==> src/sfir_pkg.sv <==
package sfir_pkg;

    // filter geometry
    localparam int TAP_NUM     = 4;  // systolic elements, filter has 2*TAP_NUM taps
    localparam int SHIFT_DELAY = 2 * TAP_NUM;

    // datapath widths
    localparam int DATA_WIDTH   = 16;
    localparam int COEF_WIDTH   = 16;
    localparam int PREADD_WIDTH = DATA_WIDTH + 1;
    localparam int PROD_WIDTH   = PREADD_WIDTH + COEF_WIDTH;
    localparam int ACC_WIDTH    = PROD_WIDTH + $clog2(TAP_NUM);  // 35 with the values above

    // output stage
    localparam int OUT_WIDTH  = 16;
    localparam int FRAC_SHIFT = 15;  // coefficients are Q15
    localparam int RND_WIDTH  = ACC_WIDTH + 1;  // headroom for the rounding add
    localparam int SHR_WIDTH  = RND_WIDTH - FRAC_SHIFT;

    localparam logic signed [RND_WIDTH-1:0] ROUND_HALF = 2 ** (FRAC_SHIFT - 1);
    localparam logic signed [OUT_WIDTH-1:0] OUT_MAX    = {1'b0, {(OUT_WIDTH - 1){1'b1}}};
    localparam logic signed [OUT_WIDTH-1:0] OUT_MIN    = {1'b1, {(OUT_WIDTH - 1){1'b0}}};

    // enabled cycles from data_i to fir_o, one more to y_o
    localparam int FIR_LATENCY     = TAP_NUM + 3;
    localparam int FIR_LATENCY_OUT = FIR_LATENCY + 1;

    typedef logic signed [COEF_WIDTH-1:0] coef_t;

    // Half of an even-symmetric low-pass in Q15, h[0] is the outermost tap.
    // DC gain is 2*sum(h) = 1.25, so a near full-scale constant input clips.
    // The response on fir_o, counted from the output of sample n, is
    //   y[n] = sum_k h[k] * (x[n-k] + x[n-(2*TAP_NUM-1)+k])
    localparam coef_t FIR_COEF [TAP_NUM] = '{
        -16'sd1536,
        16'sd2560,
        16'sd7168,
        16'sd12288
    };

    // fields passed from one element to the next
    typedef struct packed {
        logic signed [DATA_WIDTH-1:0] sample;  // forward sample, two cycles per element
        logic signed [ACC_WIDTH-1:0]  psum;    // partial sum
    } sfir_casc_t;

endpackage

==> src/sfir_even_symmetric_systolic_element.sv <==
`timescale 1ns/1ps

module sfir_even_symmetric_systolic_element
    import sfir_pkg::*;
(
    input  logic                         clk_i,
    input  logic                         arst_n_i,
    input  logic                         en_i,
    input  logic signed [COEF_WIDTH-1:0] coef_i,
    input  sfir_casc_t                   casc_i,
    input  logic signed [DATA_WIDTH-1:0] zdata_i,
    output sfir_casc_t                   casc_o
);

    logic signed [DATA_WIDTH-1:0]   data_q1;
    logic signed [DATA_WIDTH-1:0]   data_q2;
    logic signed [DATA_WIDTH-1:0]   zdata_q;
    logic signed [PREADD_WIDTH-1:0] preadd_q;
    logic signed [PROD_WIDTH-1:0]   prod_q;
    logic signed [ACC_WIDTH-1:0]    sum_d;
    logic signed [ACC_WIDTH-1:0]    sum_q;

    // forward sample, two stages per tap
    always_ff @(posedge clk_i or negedge arst_n_i) begin
        if (!arst_n_i) begin
            data_q1 <= '0;
            data_q2 <= '0;
        end else if (en_i) begin
            data_q1 <= casc_i.sample;
            data_q2 <= data_q1;
        end
    end

    // The mirrored sample is taken through one local register. With the
    // 2*TAP_NUM deep delay line this gives an even tap count, so the centre
    // pair does not collapse onto the same sample.
    always_ff @(posedge clk_i or negedge arst_n_i) begin
        if (!arst_n_i) begin
            zdata_q <= '0;
        end else if (en_i) begin
            zdata_q <= zdata_i;
        end
    end

    assign sum_d = prod_q + casc_i.psum;  // sign-extended product

    always_ff @(posedge clk_i or negedge arst_n_i) begin
        if (!arst_n_i) begin
            preadd_q <= '0;
            prod_q   <= '0;
            sum_q    <= '0;
        end else if (en_i) begin
            preadd_q <= data_q2 + zdata_q;  // symmetric pre-add
            prod_q   <= preadd_q * coef_i;
            sum_q    <= sum_d;
        end
    end

    assign casc_o.sample = data_q2;
    assign casc_o.psum   = sum_q;

    // like-signed operands must give a like-signed sum, else the
    // accumulator width chosen in the package is too small
    a_no_acc_overflow: assert property (
        @(posedge clk_i) disable iff (!arst_n_i)
        en_i && (prod_q[PROD_WIDTH-1] == casc_i.psum[ACC_WIDTH-1])
            |-> (sum_d[ACC_WIDTH-1] == prod_q[PROD_WIDTH-1])
    ) else $error("cascade sum overflows ACC_WIDTH");

endmodule

==> src/sfir_even_symmetric_systolic_top.sv <==
`timescale 1ns/1ps

module sfir_even_symmetric_systolic_top
    import sfir_pkg::*;
(
    input  logic                         clk_i,
    input  logic                         arst_n_i,
    input  logic                         en_i,
    input  logic signed [DATA_WIDTH-1:0] data_i,
    output logic signed [ACC_WIDTH-1:0]  fir_o,
    output logic signed [OUT_WIDTH-1:0]  y_o,
    output logic                         sat_o
);

    sfir_casc_t                   casc [TAP_NUM+1];  // casc[i] feeds element i
    logic signed [DATA_WIDTH-1:0] zdata;

    assign casc[0].sample = data_i;
    assign casc[0].psum   = '0;  // chain starts empty

    shift_reg #(
        .DELAY(SHIFT_DELAY)
    ) i_shift_reg (
        .clk_i   (clk_i),
        .arst_n_i(arst_n_i),
        .en_i    (en_i),
        .data_i  (data_i),
        .data_o  (zdata)
    );

    for (genvar i = 0; i < TAP_NUM; i++) begin : g_tap
        sfir_even_symmetric_systolic_element i_element (
            .clk_i   (clk_i),
            .arst_n_i(arst_n_i),
            .en_i    (en_i),
            .coef_i  (FIR_COEF[i]),
            .casc_i  (casc[i]),
            .zdata_i (zdata),  // shared by every tap
            .casc_o  (casc[i+1])
        );
    end

    assign fir_o = casc[TAP_NUM].psum;  // full precision

    sfir_round_sat i_round_sat (
        .clk_i   (clk_i),
        .arst_n_i(arst_n_i),
        .en_i    (en_i),
        .acc_i   (casc[TAP_NUM].psum),
        .y_o     (y_o),
        .sat_o   (sat_o)
    );

endmodule

==> src/sfir_round_sat.sv <==
`timescale 1ns/1ps

module sfir_round_sat
    import sfir_pkg::*;
(
    input  logic                         clk_i,
    input  logic                         arst_n_i,
    input  logic                         en_i,
    input  logic signed [ACC_WIDTH-1:0]  acc_i,
    output logic signed [OUT_WIDTH-1:0]  y_o,
    output logic                         sat_o
);

    logic signed [RND_WIDTH-1:0] rnd;
    logic signed [SHR_WIDTH-1:0] shr;
    logic signed [OUT_WIDTH-1:0] y_d;
    logic                        sat_d;

    assign rnd = acc_i + ROUND_HALF;  // round half up
    assign shr = SHR_WIDTH'(rnd >>> FRAC_SHIFT);

    // clamp to the signed output range
    always_comb begin
        y_d   = shr[OUT_WIDTH-1:0];
        sat_d = 1'b0;
        if (shr > OUT_MAX) begin
            y_d   = OUT_MAX;
            sat_d = 1'b1;
        end else if (shr < OUT_MIN) begin
            y_d   = OUT_MIN;
            sat_d = 1'b1;
        end
    end

    always_ff @(posedge clk_i or negedge arst_n_i) begin
        if (!arst_n_i) begin
            y_o   <= '0;
            sat_o <= 1'b0;
        end else if (en_i) begin
            y_o   <= y_d;
            sat_o <= sat_d;
        end
    end

    a_sat_on_rail: assert property (
        @(posedge clk_i) disable iff (!arst_n_i)
        sat_o |-> (y_o == OUT_MAX) || (y_o == OUT_MIN)
    ) else $error("sat_o high but y_o %0d is not on a rail", y_o);

endmodule

==> src/shift_reg.sv <==
`timescale 1ns/1ps

module shift_reg
    import sfir_pkg::*;
#(
    parameter int DELAY = SHIFT_DELAY
) (
    input  logic                         clk_i,
    input  logic                         arst_n_i,
    input  logic                         en_i,
    input  logic signed [DATA_WIDTH-1:0] data_i,
    output logic signed [DATA_WIDTH-1:0] data_o
);

    logic signed [DATA_WIDTH-1:0] taps_q [DELAY];

    always_ff @(posedge clk_i or negedge arst_n_i) begin
        if (!arst_n_i) begin
            taps_q <= '{default: '0};
        end else if (en_i) begin
            taps_q[0] <= data_i;
            for (int i = 1; i < DELAY; i++) begin
                taps_q[i] <= taps_q[i-1];  // one place per enabled cycle
            end
        end
    end

    assign data_o = taps_q[DELAY-1];  // mirrored-half sample

    // the enable gates every register of the filter, an X here corrupts all of them
    a_en_known: assert property (
        @(posedge clk_i) disable iff (!arst_n_i)
        !$isunknown(en_i)
    ) else $error("en_i is unknown");

endmodule

==> config.mk <==
export PLATFORM = sky130hd
export DESIGN_NAME = sfir_even_symmetric_systolic_top
export DESIGN_NICKNAME = d
export VERILOG_FILES = /design/src/sfir_pkg.sv /design/src/sfir_even_symmetric_systolic_element.sv /design/src/sfir_even_symmetric_systolic_top.sv /design/src/sfir_round_sat.sv /design/src/shift_reg.sv
export SDC_FILE = /design/constraint.sdc
export NUM_CORES = 1
export LEC_CHECK = 0
export BUFFER_PORTS_ARGS = -buffer_cell sky130_fd_sc_hd__buf_2
export CORE_MARGIN = 2
export CORE_UTILIZATION = 35
export DETAILED_ROUTE_END_ITERATION = 10
export PLACE_DENSITY = 0.58
export SLEW_MARGIN = 10
export SYNTH_ARGS = -nofsm -noshare
export SYNTH_HDL_FRONTEND = slang
export SYNTH_SLANG_ARGS = --single-unit
==> constraint.sdc <==
create_clock -name clk_i -period 4.85 [get_ports clk_i]
set_input_delay 0.2425 -clock clk_i [delete_from_list [all_inputs] [get_ports clk_i]]
set_output_delay 0.2425 -clock clk_i [all_outputs]
set_load 0.02 [all_outputs]
[Word level (Yosys, flattened, before mapping)]
Index checks and enable logic that the tools add are counted.
Word-level totals
  word-level logic and storage cells: 41
  output and inout port bits: 52
  bits in registers: 436
  input bits: 19
Cells by class
  muxes and demuxes: 4
  multipliers: 4
  $lt $le $gt $ge: 2
  add/sub/neg operators: 8
Operators by type and width (number)
  $add 16x16->17: 4
  $mul 17x4->21 const B: 2
  $mul 17x3->20 const B: 2
  $add 35x16->36 const B: 1
  $add 31x35->35: 1
  $add 32x35->35: 1
  $mux 16: 2
  $add 30x29->31: 1
  $gt 21x16->1 const B: 1
  $lt 21x16->1 const B: 1
  $mux 1: 2

[Logic depth before layout (Yosys ltp)]
  word-level depth: 4
  gate-level depth with buffers: 13
  depth with buffers taken out: 13

[Cells and area by module]
A second synthesis with hierarchy kept.
Second synthesis, totals
  cells, all modules: 7547
  area, all modules: 76342.0 µm²
By module, submodules not included
  sfir_even_symmetric_systolic_element at g_tap[0].i_element: area an instance 17692.0 µm², times used 1, cells an instance 1830, seq. area each 3328.2 µm²
  sfir_even_symmetric_systolic_element at g_tap[1].i_element: area an instance 17586.9 µm², times used 1, cells an instance 1796, seq. area each 3328.2 µm²
  sfir_even_symmetric_systolic_element at g_tap[2].i_element: area an instance 17535.6 µm², times used 1, cells an instance 1773, seq. area each 3328.2 µm²
  sfir_even_symmetric_systolic_element at g_tap[3].i_element: area an instance 17334.1 µm², times used 1, cells an instance 1741, seq. area each 3328.2 µm²
  shift_reg: area an instance 4942.2 µm², times used 1, cells an instance 286, seq. area each 3203.1 µm²
  sfir_round_sat: area an instance 1243.7 µm², times used 1, cells an instance 119, seq. area each 425.4 µm²
  sfir_even_symmetric_systolic_top: area an instance 7.5 µm², times used 1, cells an instance 2, seq. area each 0.0 µm²

[Worst setup path before layout]
No wires, ideal clock.
  path kind: reg2reg
  start: register g_tap[2].i_element.preadd_q[9]
  end: register g_tap[2].i_element.prod_q[28]
  path buffers: 0
  data required time: 4.725 ns
  setup slack: 1.572 ns
  period minus slack after synthesis: 3.278 ns
  arrival time: 3.154 ns
  stages on the path, launching flop included: 14
  library setup time: 0.125 ns
  cell sequence: dfrtp_1 > ha_1 > inv_1 > fa_1 > inv_1 > ha_1 > a21o_1 > a21o_1 > a31o_2 > a31oi_1 > o211ai_1 > a21oi_1 > xnor3_1 > mux2_2
Between the ends
  longest elaborated chain between the ends: 1
RTL lines
  start, declared: RTL line sfir_even_symmetric_systolic_element.sv:18  | logic signed [PREADD_WIDTH-1:0] preadd_q;
  start signal, assigned: RTL line sfir_even_symmetric_systolic_element.sv:53  | preadd_q <= data_q2 + zdata_q;
  $mul 17x4->21: RTL line sfir_even_symmetric_systolic_element.sv:54  | prod_q <= preadd_q * coef_i;
  end signal, assigned: RTL line sfir_even_symmetric_systolic_element.sv:54
  end, declared: RTL line sfir_even_symmetric_systolic_element.sv:19  | logic signed [PROD_WIDTH-1:0] prod_q;
Every way passes these cells.
A chain may end at the register's enable or synchronous reset.

[Final worst setup path]
Ends and elaborated chain as after synthesis.

==> impl_results.md <==
- Placed Cells: 3353
- Row count: 99
- # diodes: 0
- Flops & latches, synth: 405
- Crit path kind: register to register
- Status: complete, no violations
- CP arrival: 4050 ps
- Critical-path top delay cell: fa_1
- GP Congestion: 0.869
- Area delta synth->final: 11.4%
- MaxCap Viol Count: 0
- Initial Util: 0.352
- CP Capture Type: register
- Startpoint Class: register
- Clk sink count: 405
- Post-synthesis average cell area: 10.6 um2
- Clk root buf: clkbuf_16
- Post-synthesis sequential area ratio: 0.395
- CTS tree: done
- Die Width: about 270 um
- Routed vias/inst: 5.25
- I/O Pins: roughly 70
- Top Usage Layer GRT: met2
- Total wire length: 58500 um
- First-pass detailed-route iteration total: 5
- Largest net degree at the start of global routing: 139
- CTS Buffer Depth: 3
- Die height: 275 um
- Post-cts sizing count: 0
- RSZ-0062 raised after global routing: false
- Mapped Cells: 2416
- Fin. max-slew vios: 0
- CP Cell Sequence: ha_1 -> inv_1 -> fa_1 -> inv_1 -> ha_1 -> a21o_1 -> a21o_1 -> a31o_2 -> a31oi_1 -> o211ai_1 -> a21oi_1 -> xnor3_1 -> mux2_2
- Share of the synthesized area in the top cell type: 0.395
- Most used DFF post-synth: dfrtp_1
- Cell Area, Synth: ~26000 um2
- Total track usage: 0.158
- Post-DP HPWL: 43100 um
- Max frequency: 281 MHz
- Post-synthesis cell type count: 85
- TritonCTS buffer count: 49
- Htree depth: 2
- GR Layer Usage met1: 0.215
- Hold Crit Class: input pin to register
- R2R Setup Slk: 1290 ps
- Initial antenna violation count: 0
- Hold Startpoint: en_i
- Core area: 72700 um2
- Period minus WS final: 3560 ps
- Share of post-route cells with drive strength above 1: 0.180
- Vias in the first global route: 18.3k
- Die area: roughly 75000 um2
- Clk Latency, worst-skew pair: 610 ps
- Actual slew at the worst max-slew pin: 1020 ps
- Reg2reg start: g_tap[2].i_element.preadd_q[9]
- Slew headroom: 0.323
- ANT nets after route: 0
- Initial DRC Count: between 900 and 1k
- # port buffers: between 60 and 70
- Number of flops mapped to enable cells by yosys: 0
- Final hold viol count: 0
- Synth cell count leaders: dfrtp_1 (405), ha_1 (273), mux2_2 (271), nand2_1 (144), a21oi_1 (140)
- Final setup vio count: 0
- Hold path depth: 3
- Met3 Track Usage GR: 0.0173
- CP max FO: 5
- Yosys warnings: 0
- Terminus of the critical flop-to-flop path: g_tap[2].i_element.prod_q[28]
- Top area cells in the synthesized netlist: dfrtp_1 (40%), ha_1 (13%), mux2_2 (12%)
- Reg2reg path depth: 13
- Synth area leader: dfrtp_1
- Critical Path Start: g_tap[2].i_element.preadd_q[9]
- Destination of the worst hold path: g_tap[2].i_element.sum_q[32]
- Period utilization: 0.734
- Post-synth ARST share: 1.00
- Fin cells: 3457
- Most common cell in the netlist: dfrtp_1
- Layout Skew: 40.4 ps
- Setup_tns: 0 ps
- Grt total ovfl: 0
- Max stage delay on crit path: 490 ps
- Vias: 18.2k
- Required @ worst endpoint: 5340 ps
- Met2 GRT Util: 0.264
- First-pass GRT wire length: 96600 um
- Drt drc: 0
- Routed WL per cell: 16.9 um
- # nets final: roughly 2.8k
- CTS clk-pin slew, worst paths: 60 ps
## cell usage in the layout, fill, tap and decap left out, types with 18 or more instances in the layout
cell type  count
clkbuf_16     50
nor2b_1       26
xnor2_1      111
inv_1        124
a21o_1        53
xor2_1        29
o21a_1        26
a31oi_1       30
mux2_2       271
fa_1          26
o211ai_1      22
a211oi_1      24
o21ai_1       18
buf_2         59
o31ai_1       25
a21oi_1      140
ha_1         273
nand3_1       44
nand2_1      144
o21ai_0      100
dfrtp_1      405
nor2_1       137
nor3_1        40
## flip-flops by register name, summed over array words and instances, names as in the netlist
signal                    flops
i_round_sat.y_o              16
i_shift_reg.taps_q           32
g_tap.i_element.preadd_q     68
g_tap.i_element.prod_q       82
g_tap.i_element.data_q1      48
g_tap.i_element.data_q2      32
i_shift_reg.data_o           16
g_tap.i_element.zdata_q      16
g_tap.i_element.sum_q        94
i_round_sat.sat_o             1
## how the worst max path moves through the flow
stage | to | slack [ps]
floorplan | g_tap[2].i_element.prod_q[28] | 1570
global placement | g_tap[2].i_element.prod_q[28] | 1360
detailed placement | g_tap[2].i_element.prod_q[28] | 1290
CTS | g_tap[2].i_element.prod_q[28] | 1280
global route | g_tap[2].i_element.prod_q[27] | 1110
finish | g_tap[2].i_element.prod_q[28] | 1290
## critical path: cells and delay by family, from the launching register on
kind            cells  cell delay (ps)
xor+xnor            1              240
fa+ha+maj           3             1150
flops               1              430
compound gates      6             1260
mux                 1              270
buf+inv             2               90
## through the flow
step	hold WS (ps)	worst slack, ps	instance area, um2	util
global route	201	1110	28500	0.393
floorplan	-53.1	1570	25700	-
global placement	278	1360	26800	0.368
finish	139	1290	28500	0.393
CTS	167	1280	28500	0.393
detailed placement	271	1290	26800	0.368
## metal layers
metal,wire (um),part of all wire
met5,0,0
met4,1490,0.026
met3,1790,0.031
met2,27100,0.46
met1,28000,0.48
## cells by family (layout without fill, tap and decap cells)
logic type | count (synthesis) | after routing | share of synthesized area
XOR/XNOR | 141 | 141 | 0.0487
other | 1 | 9 | 0.000146
flip-flops | 405 | 405 | 0.395
AND/OR/NAND/NOR | 510 | 510 | 0.0961
buffers and inverters | 226 | 300 | 0.0389
adder cells (fa/ha/maj) | 299 | 299 | 0.154
AO/OA/AOI/OAI | 551 | 551 | 0.143
multiplexers | 283 | 283 | 0.124
## final cells by class
type | instances | area [um2]
flip-flops and latches | 405 | 10100
inverters | 125 | 472
well taps | 959 | 1200
repair buffers | 88 | 596
clock inverters | 21 | 223
clock buffers | 66 | 1390
multi-input cells | 1793 | 14500
fillers | 6963 | 44200
## timing repair
action | 4_1_cts | 5_1_grt
endpoints found under the hold margin | 84 | 0
endpoints found under the setup margin | 0 | 0
buffers inserted | 0 | 0
hold buffers | 17 | 0
Power is left out: the tool's default activity adds up to more than one toggle a clock period on the data nets, which glitch-free logic cannot reach.
